**config.mk**
```make
export PLATFORM = sky130hd
export DESIGN_NAME = fetch_unit
export DESIGN_NICKNAME = d
export VERILOG_FILES = /design/src/fetch_pkg.sv /design/src/icache_pkg.sv /design/src/fetch_line_slot.sv /design/src/fetch_fill_ctrl.sv /design/src/fetch_window_align.sv /design/src/fetch_unit.sv
export SDC_FILE = /design/constraint.sdc
export NUM_CORES = 2
export LEC_CHECK = 0
export BUFFER_PORTS_ARGS = -buffer_cell sky130_fd_sc_hd__buf_2
export CAP_MARGIN = 5
export CORE_MARGIN = 5
export CORE_UTILIZATION = 57
export DETAILED_ROUTE_END_ITERATION = 8
export GPL_ROUTABILITY_DRIVEN = 0
export PLACE_DENSITY_LB_ADDON = 0.05
export SYNTH_ARGS = -nofsm -noshare
export SYNTH_HDL_FRONTEND = slang
export SYNTH_HIERARCHICAL = 1
export SYNTH_SLANG_ARGS = --single-unit
```
**constraint.sdc**
```tcl
create_clock -name clk -period 4.5 [get_ports clk]
set_input_delay 0.45 -clock clk [delete_from_list [all_inputs] [get_ports clk]]
set_output_delay 0.45 -clock clk [all_outputs]
set_load 0.02 [all_outputs]
```
**src/fetch_pkg.sv**
```systemverilog
// instruction stream types
package fetch_pkg;

   typedef logic [7:0]   byte_t;
   // byte k in bits 8k+7:8k, byte 0 at the lowest address
   typedef logic [127:0] line_t;
   typedef logic [31:0]  addr_t;
   typedef logic [15:0]  seg_t;
   typedef logic [3:0]   instr_len_t;

   localparam int LINE_BYTES = 16;

   // jump or exception target
   typedef struct packed {
      logic  strobe;
      seg_t  cs;
      addr_t eip;
   } redirect_t;

   // decoder took len bytes
   typedef struct packed {
      logic       strobe;
      instr_len_t len;
   } consume_t;

   typedef struct packed {
      logic  valid;
      line_t bytes;
      addr_t eip;
   } fetch_window_t;

   typedef enum logic [1:0] {
      FILL_IDLE,
      FILL_REQ,
      FILL_DROP,
      FILL_FULL
   } fill_state_t;

endpackage

```
**src/icache_pkg.sv**
```systemverilog
// instruction cache port
package icache_pkg;

   // en and addr held until ready
   typedef struct packed {
      logic             en;
      fetch_pkg::addr_t addr;
   } icache_req_t;

   // data is valid in the ready cycle
   typedef struct packed {
      logic             ready;
      fetch_pkg::line_t data;
   } icache_rsp_t;

endpackage

```
**src/fetch_line_slot.sv**
```systemverilog
// fetch buffer line slot
`timescale 1ns/1ns

module fetch_line_slot (
   input  logic             clk,
   input  logic             arst_n,
   input  logic             write,
   input  logic             release_line,
   input  logic             flush,
   input  fetch_pkg::line_t line_in,
   output fetch_pkg::line_t line,
   output logic             valid
);

   // flush beats both write and release
   always_ff @(posedge clk or negedge arst_n) begin
      if (!arst_n) begin
         valid <= 1'b0;
      end else if (flush) begin
         valid <= 1'b0;
      end else if (write) begin
         valid <= 1'b1;
      end else if (release_line) begin
         valid <= 1'b0;
      end
   end

   always_ff @(posedge clk) begin
      if (write) begin
         line <= line_in;
      end
   end

endmodule

```
**src/fetch_fill_ctrl.sv**
```systemverilog
// fetch buffer fill controller
`timescale 1ns/1ns

module fetch_fill_ctrl #(
   parameter int NUM_SLOTS = 4
) (
   input  logic                     clk,
   input  logic                     arst_n,
   input  fetch_pkg::redirect_t     redirect,
   input  logic [NUM_SLOTS-1:0]     slot_valid,
   output icache_pkg::icache_req_t  icache_req,
   input  icache_pkg::icache_rsp_t  icache_rsp,
   output logic [NUM_SLOTS-1:0]     slot_write,
   output fetch_pkg::line_t         slot_line,
   output logic                     slot_flush
);

   localparam int SLOT_W = $clog2(NUM_SLOTS);

   fetch_pkg::fill_state_t state;
   fetch_pkg::fill_state_t state_nxt;
   fetch_pkg::addr_t       fetch_addr;
   fetch_pkg::addr_t       linear_addr;
   logic [SLOT_W-1:0]      wr_slot;
   logic [SLOT_W-1:0]      wr_slot_inc;
   logic                   accept;
   logic                   pending;

   // CS * 65536 + EIP
   assign linear_addr = {redirect.cs, 16'h0000} + redirect.eip;
   assign wr_slot_inc = wr_slot + 1'b1;

   // a live request gets its line this cycle
   assign accept  = (state == fetch_pkg::FILL_REQ) && icache_rsp.ready;
   // a request still out after this cycle
   assign pending = ((state == fetch_pkg::FILL_REQ) || (state == fetch_pkg::FILL_DROP)) &&
                    !icache_rsp.ready;

   assign icache_req = '{en: (state == fetch_pkg::FILL_REQ), addr: fetch_addr};

   assign slot_line  = icache_rsp.data;
   assign slot_flush = redirect.strobe;

   always_comb begin
      slot_write = '0;
      if (accept && !redirect.strobe) begin
         slot_write[wr_slot] = 1'b1;
      end
   end

   always_comb begin
      state_nxt = state;
      unique case (state)
         fetch_pkg::FILL_IDLE: begin
            state_nxt = fetch_pkg::FILL_IDLE;
         end
         fetch_pkg::FILL_REQ: begin
            // stop if the slot after this one still holds a line
            if (icache_rsp.ready) begin
               state_nxt = slot_valid[wr_slot_inc] ? fetch_pkg::FILL_FULL : fetch_pkg::FILL_REQ;
            end
         end
         fetch_pkg::FILL_DROP: begin
            // stale line is swallowed here
            if (icache_rsp.ready) begin
               state_nxt = fetch_pkg::FILL_REQ;
            end
         end
         fetch_pkg::FILL_FULL: begin
            if (!slot_valid[wr_slot]) begin
               state_nxt = fetch_pkg::FILL_REQ;
            end
         end
         default: begin
            state_nxt = fetch_pkg::FILL_IDLE;
         end
      endcase
      if (redirect.strobe) begin
         state_nxt = pending ? fetch_pkg::FILL_DROP : fetch_pkg::FILL_REQ;
      end
   end

   always_ff @(posedge clk or negedge arst_n) begin
      if (!arst_n) begin
         state      <= fetch_pkg::FILL_IDLE;
         wr_slot    <= '0;
         fetch_addr <= '0;
      end else begin
         state <= state_nxt;
         if (redirect.strobe) begin
            wr_slot    <= '0;
            fetch_addr <= linear_addr;
         end else if (accept) begin
            wr_slot    <= wr_slot_inc;
            fetch_addr <= fetch_addr + fetch_pkg::addr_t'(fetch_pkg::LINE_BYTES);
         end
      end
   end

endmodule

```
**src/fetch_window_align.sv**
```systemverilog
// instruction window aligner
`timescale 1ns/1ns

module fetch_window_align #(
   parameter int NUM_SLOTS = 4
) (
   input  logic                     clk,
   input  logic                     arst_n,
   input  fetch_pkg::redirect_t     redirect,
   input  fetch_pkg::consume_t      consume,
   input  fetch_pkg::line_t         slot_line [NUM_SLOTS],
   input  logic [NUM_SLOTS-1:0]     slot_valid,
   output logic [NUM_SLOTS-1:0]     slot_release,
   output fetch_pkg::fetch_window_t window
);

   localparam int SLOT_W     = $clog2(NUM_SLOTS);
   localparam int OFF_W      = $clog2(fetch_pkg::LINE_BYTES);
   localparam int POS_W      = SLOT_W + OFF_W;
   localparam int RING_BYTES = NUM_SLOTS * fetch_pkg::LINE_BYTES;

   logic [POS_W-1:0]  rd_pos;
   logic [POS_W-1:0]  rd_pos_nxt;
   logic [SLOT_W-1:0] rd_slot;
   logic [SLOT_W-1:0] rd_slot_inc;
   logic [OFF_W-1:0]  rd_off;
   logic              take;
   logic              win_valid;
   fetch_pkg::addr_t  eip;
   fetch_pkg::line_t  win_bytes;
   fetch_pkg::byte_t  ring [RING_BYTES];

   assign rd_slot     = rd_pos[POS_W-1:OFF_W];
   assign rd_off      = rd_pos[OFF_W-1:0];
   assign rd_slot_inc = rd_slot + 1'b1;
   assign rd_pos_nxt  = rd_pos + POS_W'(consume.len);

   // redirect wins over consume
   assign take = consume.strobe && !redirect.strobe;

   // an unaligned window spills into the next slot
   assign win_valid = slot_valid[rd_slot] && ((rd_off == '0) || slot_valid[rd_slot_inc]);

   assign window = '{valid: win_valid, bytes: win_bytes, eip: eip};

   // slots laid end to end as one byte ring
   always_comb begin
      for (int s = 0; s < NUM_SLOTS; s++) begin
         for (int k = 0; k < fetch_pkg::LINE_BYTES; k++) begin
            ring[s*fetch_pkg::LINE_BYTES + k] = slot_line[s][8*k +: 8];
         end
      end
   end

   // 16 bytes from the read position, wrapping at the ring end
   always_comb begin : win_build
      logic [POS_W-1:0] pos;
      for (int j = 0; j < fetch_pkg::LINE_BYTES; j++) begin
         pos = rd_pos + POS_W'(j);
         win_bytes[8*j +: 8] = ring[pos];
      end
   end

   // len is below 16, so at most one slot is left per consume
   always_comb begin
      slot_release = '0;
      if (take && (rd_pos_nxt[POS_W-1:OFF_W] != rd_slot)) begin
         slot_release[rd_slot] = 1'b1;
      end
   end

   always_ff @(posedge clk or negedge arst_n) begin
      if (!arst_n) begin
         rd_pos <= '0;
         eip    <= '0;
      end else if (redirect.strobe) begin
         rd_pos <= '0;
         eip    <= redirect.eip;
      end else if (take) begin
         rd_pos <= rd_pos_nxt;
         eip    <= eip + fetch_pkg::addr_t'(consume.len);
      end
   end

endmodule

```
**src/fetch_unit.sv**
```systemverilog
// instruction fetch unit
`timescale 1ns/1ns

module fetch_unit #(
   parameter int NUM_SLOTS = 4
) (
   input  logic                     clk,
   input  logic                     arst_n,
   input  fetch_pkg::redirect_t     redirect,
   input  fetch_pkg::consume_t      consume,
   output icache_pkg::icache_req_t  icache_req,
   input  icache_pkg::icache_rsp_t  icache_rsp,
   output fetch_pkg::fetch_window_t window
);

   logic [NUM_SLOTS-1:0] slot_write;
   logic [NUM_SLOTS-1:0] slot_release;
   logic [NUM_SLOTS-1:0] slot_valid;
   logic                 slot_flush;
   fetch_pkg::line_t     wr_line;
   fetch_pkg::line_t     slot_lines [NUM_SLOTS];

   fetch_fill_ctrl #(
      .NUM_SLOTS (NUM_SLOTS)
   ) u_fill_ctrl (
      .clk        (clk),
      .arst_n     (arst_n),
      .redirect   (redirect),
      .slot_valid (slot_valid),
      .icache_req (icache_req),
      .icache_rsp (icache_rsp),
      .slot_write (slot_write),
      .slot_line  (wr_line),
      .slot_flush (slot_flush)
   );

   // line buffer ring
   for (genvar g = 0; g < NUM_SLOTS; g++) begin : g_slot
      fetch_line_slot u_slot (
         .clk          (clk),
         .arst_n       (arst_n),
         .write        (slot_write[g]),
         .release_line (slot_release[g]),
         .flush        (slot_flush),
         .line_in      (wr_line),
         .line         (slot_lines[g]),
         .valid        (slot_valid[g])
      );
   end

   fetch_window_align #(
      .NUM_SLOTS (NUM_SLOTS)
   ) u_align (
      .clk          (clk),
      .arst_n       (arst_n),
      .redirect     (redirect),
      .consume      (consume),
      .slot_line    (slot_lines),
      .slot_valid   (slot_valid),
      .slot_release (slot_release),
      .window       (window)
   );

endmodule

```
# ---- Word level (Yosys, flattened, before mapping)
# Cells that the tools add are included.
dict set report totals {
  input_bits 185
  out_inout_bits 194
  register_bits 590
}
dict set report classes {
  n_eq_ne 7
  order_cmp 22
  reduce_logical 21
  bitwise 16
  n_addsub 21
  n_mux 89
}
# cell n
set ops {}
lappend ops {{$bmux 8 s6} 16}
lappend ops {{$mux 8} 32}
lappend ops {{$mux 32} 4}
lappend ops {{$ge 7x7->1 const B} 16}
lappend ops {{$not 6->7} 16}
lappend ops {{$add 6x4->6 const B} 8}
lappend ops {{$add 32x32->32} 1}
lappend ops {{$add 32x4->32} 1}
lappend ops {{$add 32x5->32 const B} 1}
lappend ops {{$add 6x3->6 const B} 4}
lappend ops {{$mux 1} 18}
lappend ops {{$mux 2} 8}
lappend ops {{$add 6x2->6 const B} 2}
lappend ops {{$lt 2x3->1 const B} 4}
lappend ops {{$mux 6} 2}
lappend ops {{$reduce_bool 3->1} 4}
lappend ops {{$bmux 1 s2} 4}
lappend ops {{$logic_and 1x1->1} 8}
lappend ops {{$mux 4} 2}
lappend ops {{$pmux 2 s4} 1}
lappend ops {{$add 6x1->6 const B} 1}
lappend ops {{$add 6x4->6} 1}
lappend ops {{$ne 3x3->1 const B} 2}
lappend ops {{$add 2x1->2 const B} 2}
lappend ops {{12 further kinds} 18}

# ---- Depth between registers and ports, before layout
dict set report logic_depth {
  ltp_word 8
  depth_mapped 18
  ltp_nobuf 9
}

# ---- Modules after synthesis
# Netlist, hierarchy kept.
# mod instances area_per_inst_um2 cells_each
set modules_own_cells {}
lappend modules_own_cells {fetch_window_align 1 35102.4 3393}
lappend modules_own_cells {fetch_line_slot 4 3887.5 132}
lappend modules_own_cells {fetch_fill_ctrl 1 3832.4 443}

# ---- Least setup slack after synthesis
# OpenSTA, ideal clock, no wires.
dict set report synth_path {
  kind {register to register}
  from {register u_fill_ctrl.state[1]}
  to {register g_slot[0].u_slot.line[0], enable pin}
  n_path_buf 0
  t_arrival_ps 4211
  path_stages_with_launch 6
  slack_ps -215
  period_less_slack_ps 4715
  setup_time_ps 504
  cell_sequence {dfrtp_1 > inv_1 > ha_1 > nand2_1 > nor2_1 > and2_1}
}
# element line_no
set synth_rtl {}
lappend synth_rtl {{start: declaration} fetch_fill_ctrl.sv:20} ;# fetch_pkg::fill_state_t state;
lappend synth_rtl {{start signal: assignment} fetch_fill_ctrl.sv:85} ;# state <= fetch_pkg::FILL_IDLE;
lappend synth_rtl {{start signal: assignment} fetch_fill_ctrl.sv:89} ;# state <= state_nxt;
lappend synth_rtl {{end signal: assignment} fetch_line_slot.sv:30} ;# line <= line_in;
lappend synth_rtl {{end: declaration} fetch_line_slot.sv:11} ;# output fetch_pkg::line_t line,

==> insert_results.sql <==
INSERT INTO impl_metrics (metric_group, metric, value, unit) VALUES
('routing', 'route.antenna.remaining_nets', '0', ''),
('logic_synthesis', 'synth.distinct_cells', '87', ''),
('floorplanning', 'dieArea', '102000', 'µm²'),
('worst_setup_path', 'critical_path_peak_fanout', '6', ''),
('timing', 'timing.clock.skew', '28.3', 'ps'),
('cells_and_area', 'layoutNonFillerInstCount', '5922', ''),
('logic_synthesis', 'synth-seq-area-share', '31.8', '%'),
('worst_setup_path', 'setup.worst_path.end_class', 'output port', ''),
('global_route', 'antenna_found_initial', '14', ''),
('outcome', 'outcome', 'finished, violations left', ''),
('cells_and_area', 'seqCellArea', '17300', 'µm²'),
('cts', 'clock_tree.buffer_depth', '3', ''),
('cts', 'root_buffer_master', 'sky130_fd_sc_hd__clkbuf_16', ''),
('logic_synthesis', 'netlist_area', '54500', 'µm²'),
('logic_synthesis', 'post_synthesis_net_count', '4603', ''),
('cts', 'cts_tree', 'built', ''),
('worst_setup_path', 'crit_required', '4050', 'ps'),
('cts', 'cts-buffers-inserted', '67', ''),
('global_route', 'tot_gr_track_use', '41.2', '%'),
('cells_and_area', 'area_of_the_multi_input_gates', '34800', 'µm²'),
('logic_synthesis', 'ys_warn_count', '6', ''),
('logic_synthesis', 'netlist_top_cells_count', 'sky130_fd_sc_hd__mux4_2, sky130_fd_sc_hd__nand2_1, sky130_fd_sc_hd__edfxtp_1, sky130_fd_sc_hd__mux2i_1, sky130_fd_sc_hd__nor2_1', ''),
('logic_synthesis', 'post_synth_inst_count', '4364', ''),
('cts', 'cts-htree-levels', '3', ''),
('timing', 'period_minus_slack', '4530', 'ps'),
('global_route', 'maximum_number_of_pins_on_one_net_before_global_route_repair', '138', ''),
('floorplanning', 'start_util', '57.4', '%'),
('logic_synthesis', 'post_synth_main_area_contributors', 'sky130_fd_sc_hd__mux4_2, sky130_fd_sc_hd__edfxtp_1, sky130_fd_sc_hd__mux2i_1, sky130_fd_sc_hd__nand2_1, sky130_fd_sc_hd__dfrtp_1', ''),
('worst_setup_path', 'critPathCapture', 'window[54]', ''),
('timing', 'slew_headroom', '27.8', '%'),
('worst_hold_path', 'path_class_of_the_lowest_slack_min_delay_path', 'in2async', ''),
('place', 'place.detailed.hpwl', '163000', 'µm'),
('cells_and_area', 'layout.filler_cells', '7267', ''),
('floorplanning', 'die_height', '319', 'µm'),
('worst_setup_path', 'reg2reg_from', 'u_align/rd_pos[1]$_DFFE_PN0P_', ''),
('cts', 'clkTransAtPathRegs', '70', 'ps'),
('logic_synthesis', 'async_flop_share', '13.2', '%'),
('worst_setup_path', 'start_kind', 'register', ''),
('timing', 'rsz0062_at_grt', 'true', ''),
('power', 'power-per-cell-area', '446', 'nW/µm²'),
('timing', 'maximum_frequency_from_static_timing_analysis', '221', 'MHz'),
('routing', 'drc_violation_total_after_the_first_tritonroute_iteration', '8224', ''),
('cells_and_area', 'syn_to_final_growth', '12.2', '%'),
('timing', 'tightest_slew', '1080', 'ps'),
('power', 'max-vdd-ir-drop', '0.394', 'mV'),
('worst_setup_path', 'cells_on_worst_reg2reg_path', '10', ''),
('logic_synthesis', 'yosysMostFrequentCell', 'sky130_fd_sc_hd__mux4_2', ''),
('run', 'cap_viol_max_count', '0', ''),
('logic_synthesis', 'synth_top_cell_area_share', '30.5', '%'),
('floorplanning', 'fp-row-count', '113', ''),
('timing', 'post_route_setup_slack', '-34.7', 'ps'),
('cts', 'cts.sink_count', '590', ''),
('worst_setup_path', 'worst_r2r_endpoint', 'g_slot[3].u_slot/valid$_DFFE_PN0P_', ''),
('routing', 'detail_route.vias_per_cell', '7.81', ''),
('routing', 'first_pass_iters', '8', ''),
('cells_and_area', 'final_net_count', '4838', ''),
('outcome', 'failed_checks', 'negative hold slack, negative setup slack', ''),
('timing', 'post-route-period-util', '101', '%'),
('worst_setup_path', 'worst-setup-path-type', 'reg2out', ''),
('global_route', 'wire_length_of_the_first_global_routing_pass', '306000', 'µm'),
('logic_synthesis', 'synth-edff-count', '512', ''),
('timing', 'setup_violations', '3', ''),
('routing', 'vias', '46200', ''),
('place', 'placed_cells_incl_taps', '5679', ''),
('timing', 'final-max-slew-violation-count', '0', ''),
('floorplanning', 'boundaryPins', '379', ''),
('place', 'port-buffer-count', '378', ''),
('timing', 'fin_hold_ws', '-5.01', 'ps'),
('routing', 'routedWlPerCell', '37.1', 'µm'),
('power', 'cellLeakagePower', '21.5', 'nW'),
('timing', 'final-hold-violation-count', '3', '');
sequential cells by signal, summed over array words and instances (netlist names):
name                    flops
u_fill_ctrl/wr_slot         2
g_slot.u_slot/valid         4
u_align/eip                32
g_slot.u_slot/line        512
u_align/rd_pos              6
u_fill_ctrl/fetch_addr     32
u_fill_ctrl/state           2
layout by cell type (no fill, tap or decap), types with 13 or more instances in the layout:
| cell | count |
|---|---|
| sky130_fd_sc_hd__mux4_2 | 738 |
| sky130_fd_sc_hd__nand2_1 | 519 |
| sky130_fd_sc_hd__edfxtp_1 | 512 |
| sky130_fd_sc_hd__mux2i_1 | 493 |
| sky130_fd_sc_hd__buf_2 | 376 |
| sky130_fd_sc_hd__nor2_1 | 207 |
| sky130_fd_sc_hd__nand3_1 | 169 |
| sky130_fd_sc_hd__buf_4 | 158 |
| sky130_fd_sc_hd__mux2_2 | 111 |
| sky130_fd_sc_hd__a21oi_1 | 106 |
| sky130_fd_sc_hd__o21ai_0 | 94 |
| sky130_fd_sc_hd__o211ai_1 | 90 |
| sky130_fd_sc_hd__a22oi_1 | 78 |
| sky130_fd_sc_hd__clkbuf_16 | 74 |
| sky130_fd_sc_hd__dfrtp_1 | 72 |
| sky130_fd_sc_hd__dlygate4sd3_1 | 65 |
| sky130_fd_sc_hd__xnor2_1 | 55 |
| sky130_fd_sc_hd__ha_1 | 45 |
| sky130_fd_sc_hd__nand4_1 | 40 |
| sky130_fd_sc_hd__o22ai_1 | 35 |
| sky130_fd_sc_hd__buf_12 | 31 |
| sky130_fd_sc_hd__a211oi_1 | 31 |
| sky130_fd_sc_hd__xor2_1 | 31 |
| sky130_fd_sc_hd__a31oi_1 | 28 |
| sky130_fd_sc_hd__inv_1 | 27 |
| sky130_fd_sc_hd__xnor2_2 | 25 |
| sky130_fd_sc_hd__and3_1 | 22 |
| sky130_fd_sc_hd__nor3_1 | 21 |
| sky130_fd_sc_hd__a32oi_1 | 19 |
| sky130_fd_sc_hd__nor2b_1 | 16 |
| sky130_fd_sc_hd__o221ai_1 | 16 |
| sky130_fd_sc_hd__a21o_1 | 14 |
| sky130_fd_sc_hd__and2_1 | 13 |
| sky130_fd_sc_hd__xnor2_4 | 13 |
| sky130_fd_sc_hd__nor2_2 | 13 |
cell families after synthesis:
kind of cell | count (synthesis) | synth area share, %
AOI/OAI and AO/OA | 632 | 7.96
xor gates and xnor gates | 130 | 2.19
adders and majority gates | 54 | 1.28
buffers and inverters | 525 | 5.80
DFF | 590 | 31.8
muxes | 1357 | 42.3
and+or+nand+nor | 1076 | 8.68
stage by stage:
stage / total power [mW] / worst slack [ps] / TNS [ps] / instance area, µm²
5_1_grt: 27.9 / -23.7 / -45.2 / 61100
3_5_place_dp: 20.4 / 424 / 0 / 57000
3_3_place_gp: 20.4 / 434 / 0 / 57000
4_1_cts: 26.4 / -10.1 / -10.1 / 60400
6_report: 27.3 / -34.7 / -49.7 / 61100
2_1_floorplan: 15.9 / 159 / 0 / 54500
worst min-delay path by stage:
stage / slack, ps / endpoint / cells after the start
2_1_floorplan: 150 / g_slot[0].u_slot/valid$_DFFE_PN0P_ / 0
3_3_place_gp: 490 / u_fill_ctrl/fetch_addr[1]$_DFFE_PN0P_ / 1
3_5_place_dp: 490 / u_fill_ctrl/fetch_addr[3]$_DFFE_PN0P_ / 1
4_1_cts: 0.1 / u_fill_ctrl/fetch_addr[11]$_DFFE_PN0N_ / 1
5_1_grt: 20 / g_slot[0].u_slot/line[70]$_DFFE_PP_ / 1
6_report: -5 / u_fill_ctrl/fetch_addr[11]$_DFFE_PN0N_ / 1
critical path, cell delays in order (launching register included):
cell	delay [ps]
sky130_fd_sc_hd__dfrtp_4	500
sky130_fd_sc_hd__clkinvlp_4	200
sky130_fd_sc_hd__buf_4	200
sky130_fd_sc_hd__ha_4	390
sky130_fd_sc_hd__buf_12	170
sky130_fd_sc_hd__buf_4	200
sky130_fd_sc_hd__mux4_2	650
sky130_fd_sc_hd__mux2i_1	170
sky130_fd_sc_hd__o22ai_1	100
sky130_fd_sc_hd__a21oi_1	540
sky130_fd_sc_hd__buf_2	290
repair_timing:
| action | 4_1_cts | 5_1_grt |
|---|---|---|
| setup endpoints to repair | 85 | 88 |
| gates resized for setup | 40 | 61 |
| gates cloned | 5 | 5 |
| hold endpoints to repair | 213 | 0 |
| hold buffers | 65 | 0 |
| pin swaps | 5 | 6 |
| buffers inserted | 14 | 27 |
layout make-up:
cell class,instances,area share [%]
multi-input cells,3249,56.9
flip-flops and latches,590,28.4
clock inverters,44,0.794
repair buffers,660,8.22
inverters,31,0.205
clock buffers,79,2.89
well taps,1265,2.59
diodes,4,0.0164
power breakdown:
part           internal, mW  switching [mW]
clock                  3.25            2.38
combinational          5.73            8.91
sequential             6.41           0.563
per-layer routing:
layer  wire [µm]  vias up  global-route usage [%]
met5          81        -                       0
met4       14900       12                    20.2
met3       39800      884                    20.6
met2       87800     4153                    55.2
met1       77100    23100                    55.8
li1            -    18100                       -
No activity file was read; power rests on OpenSTA's default activity.
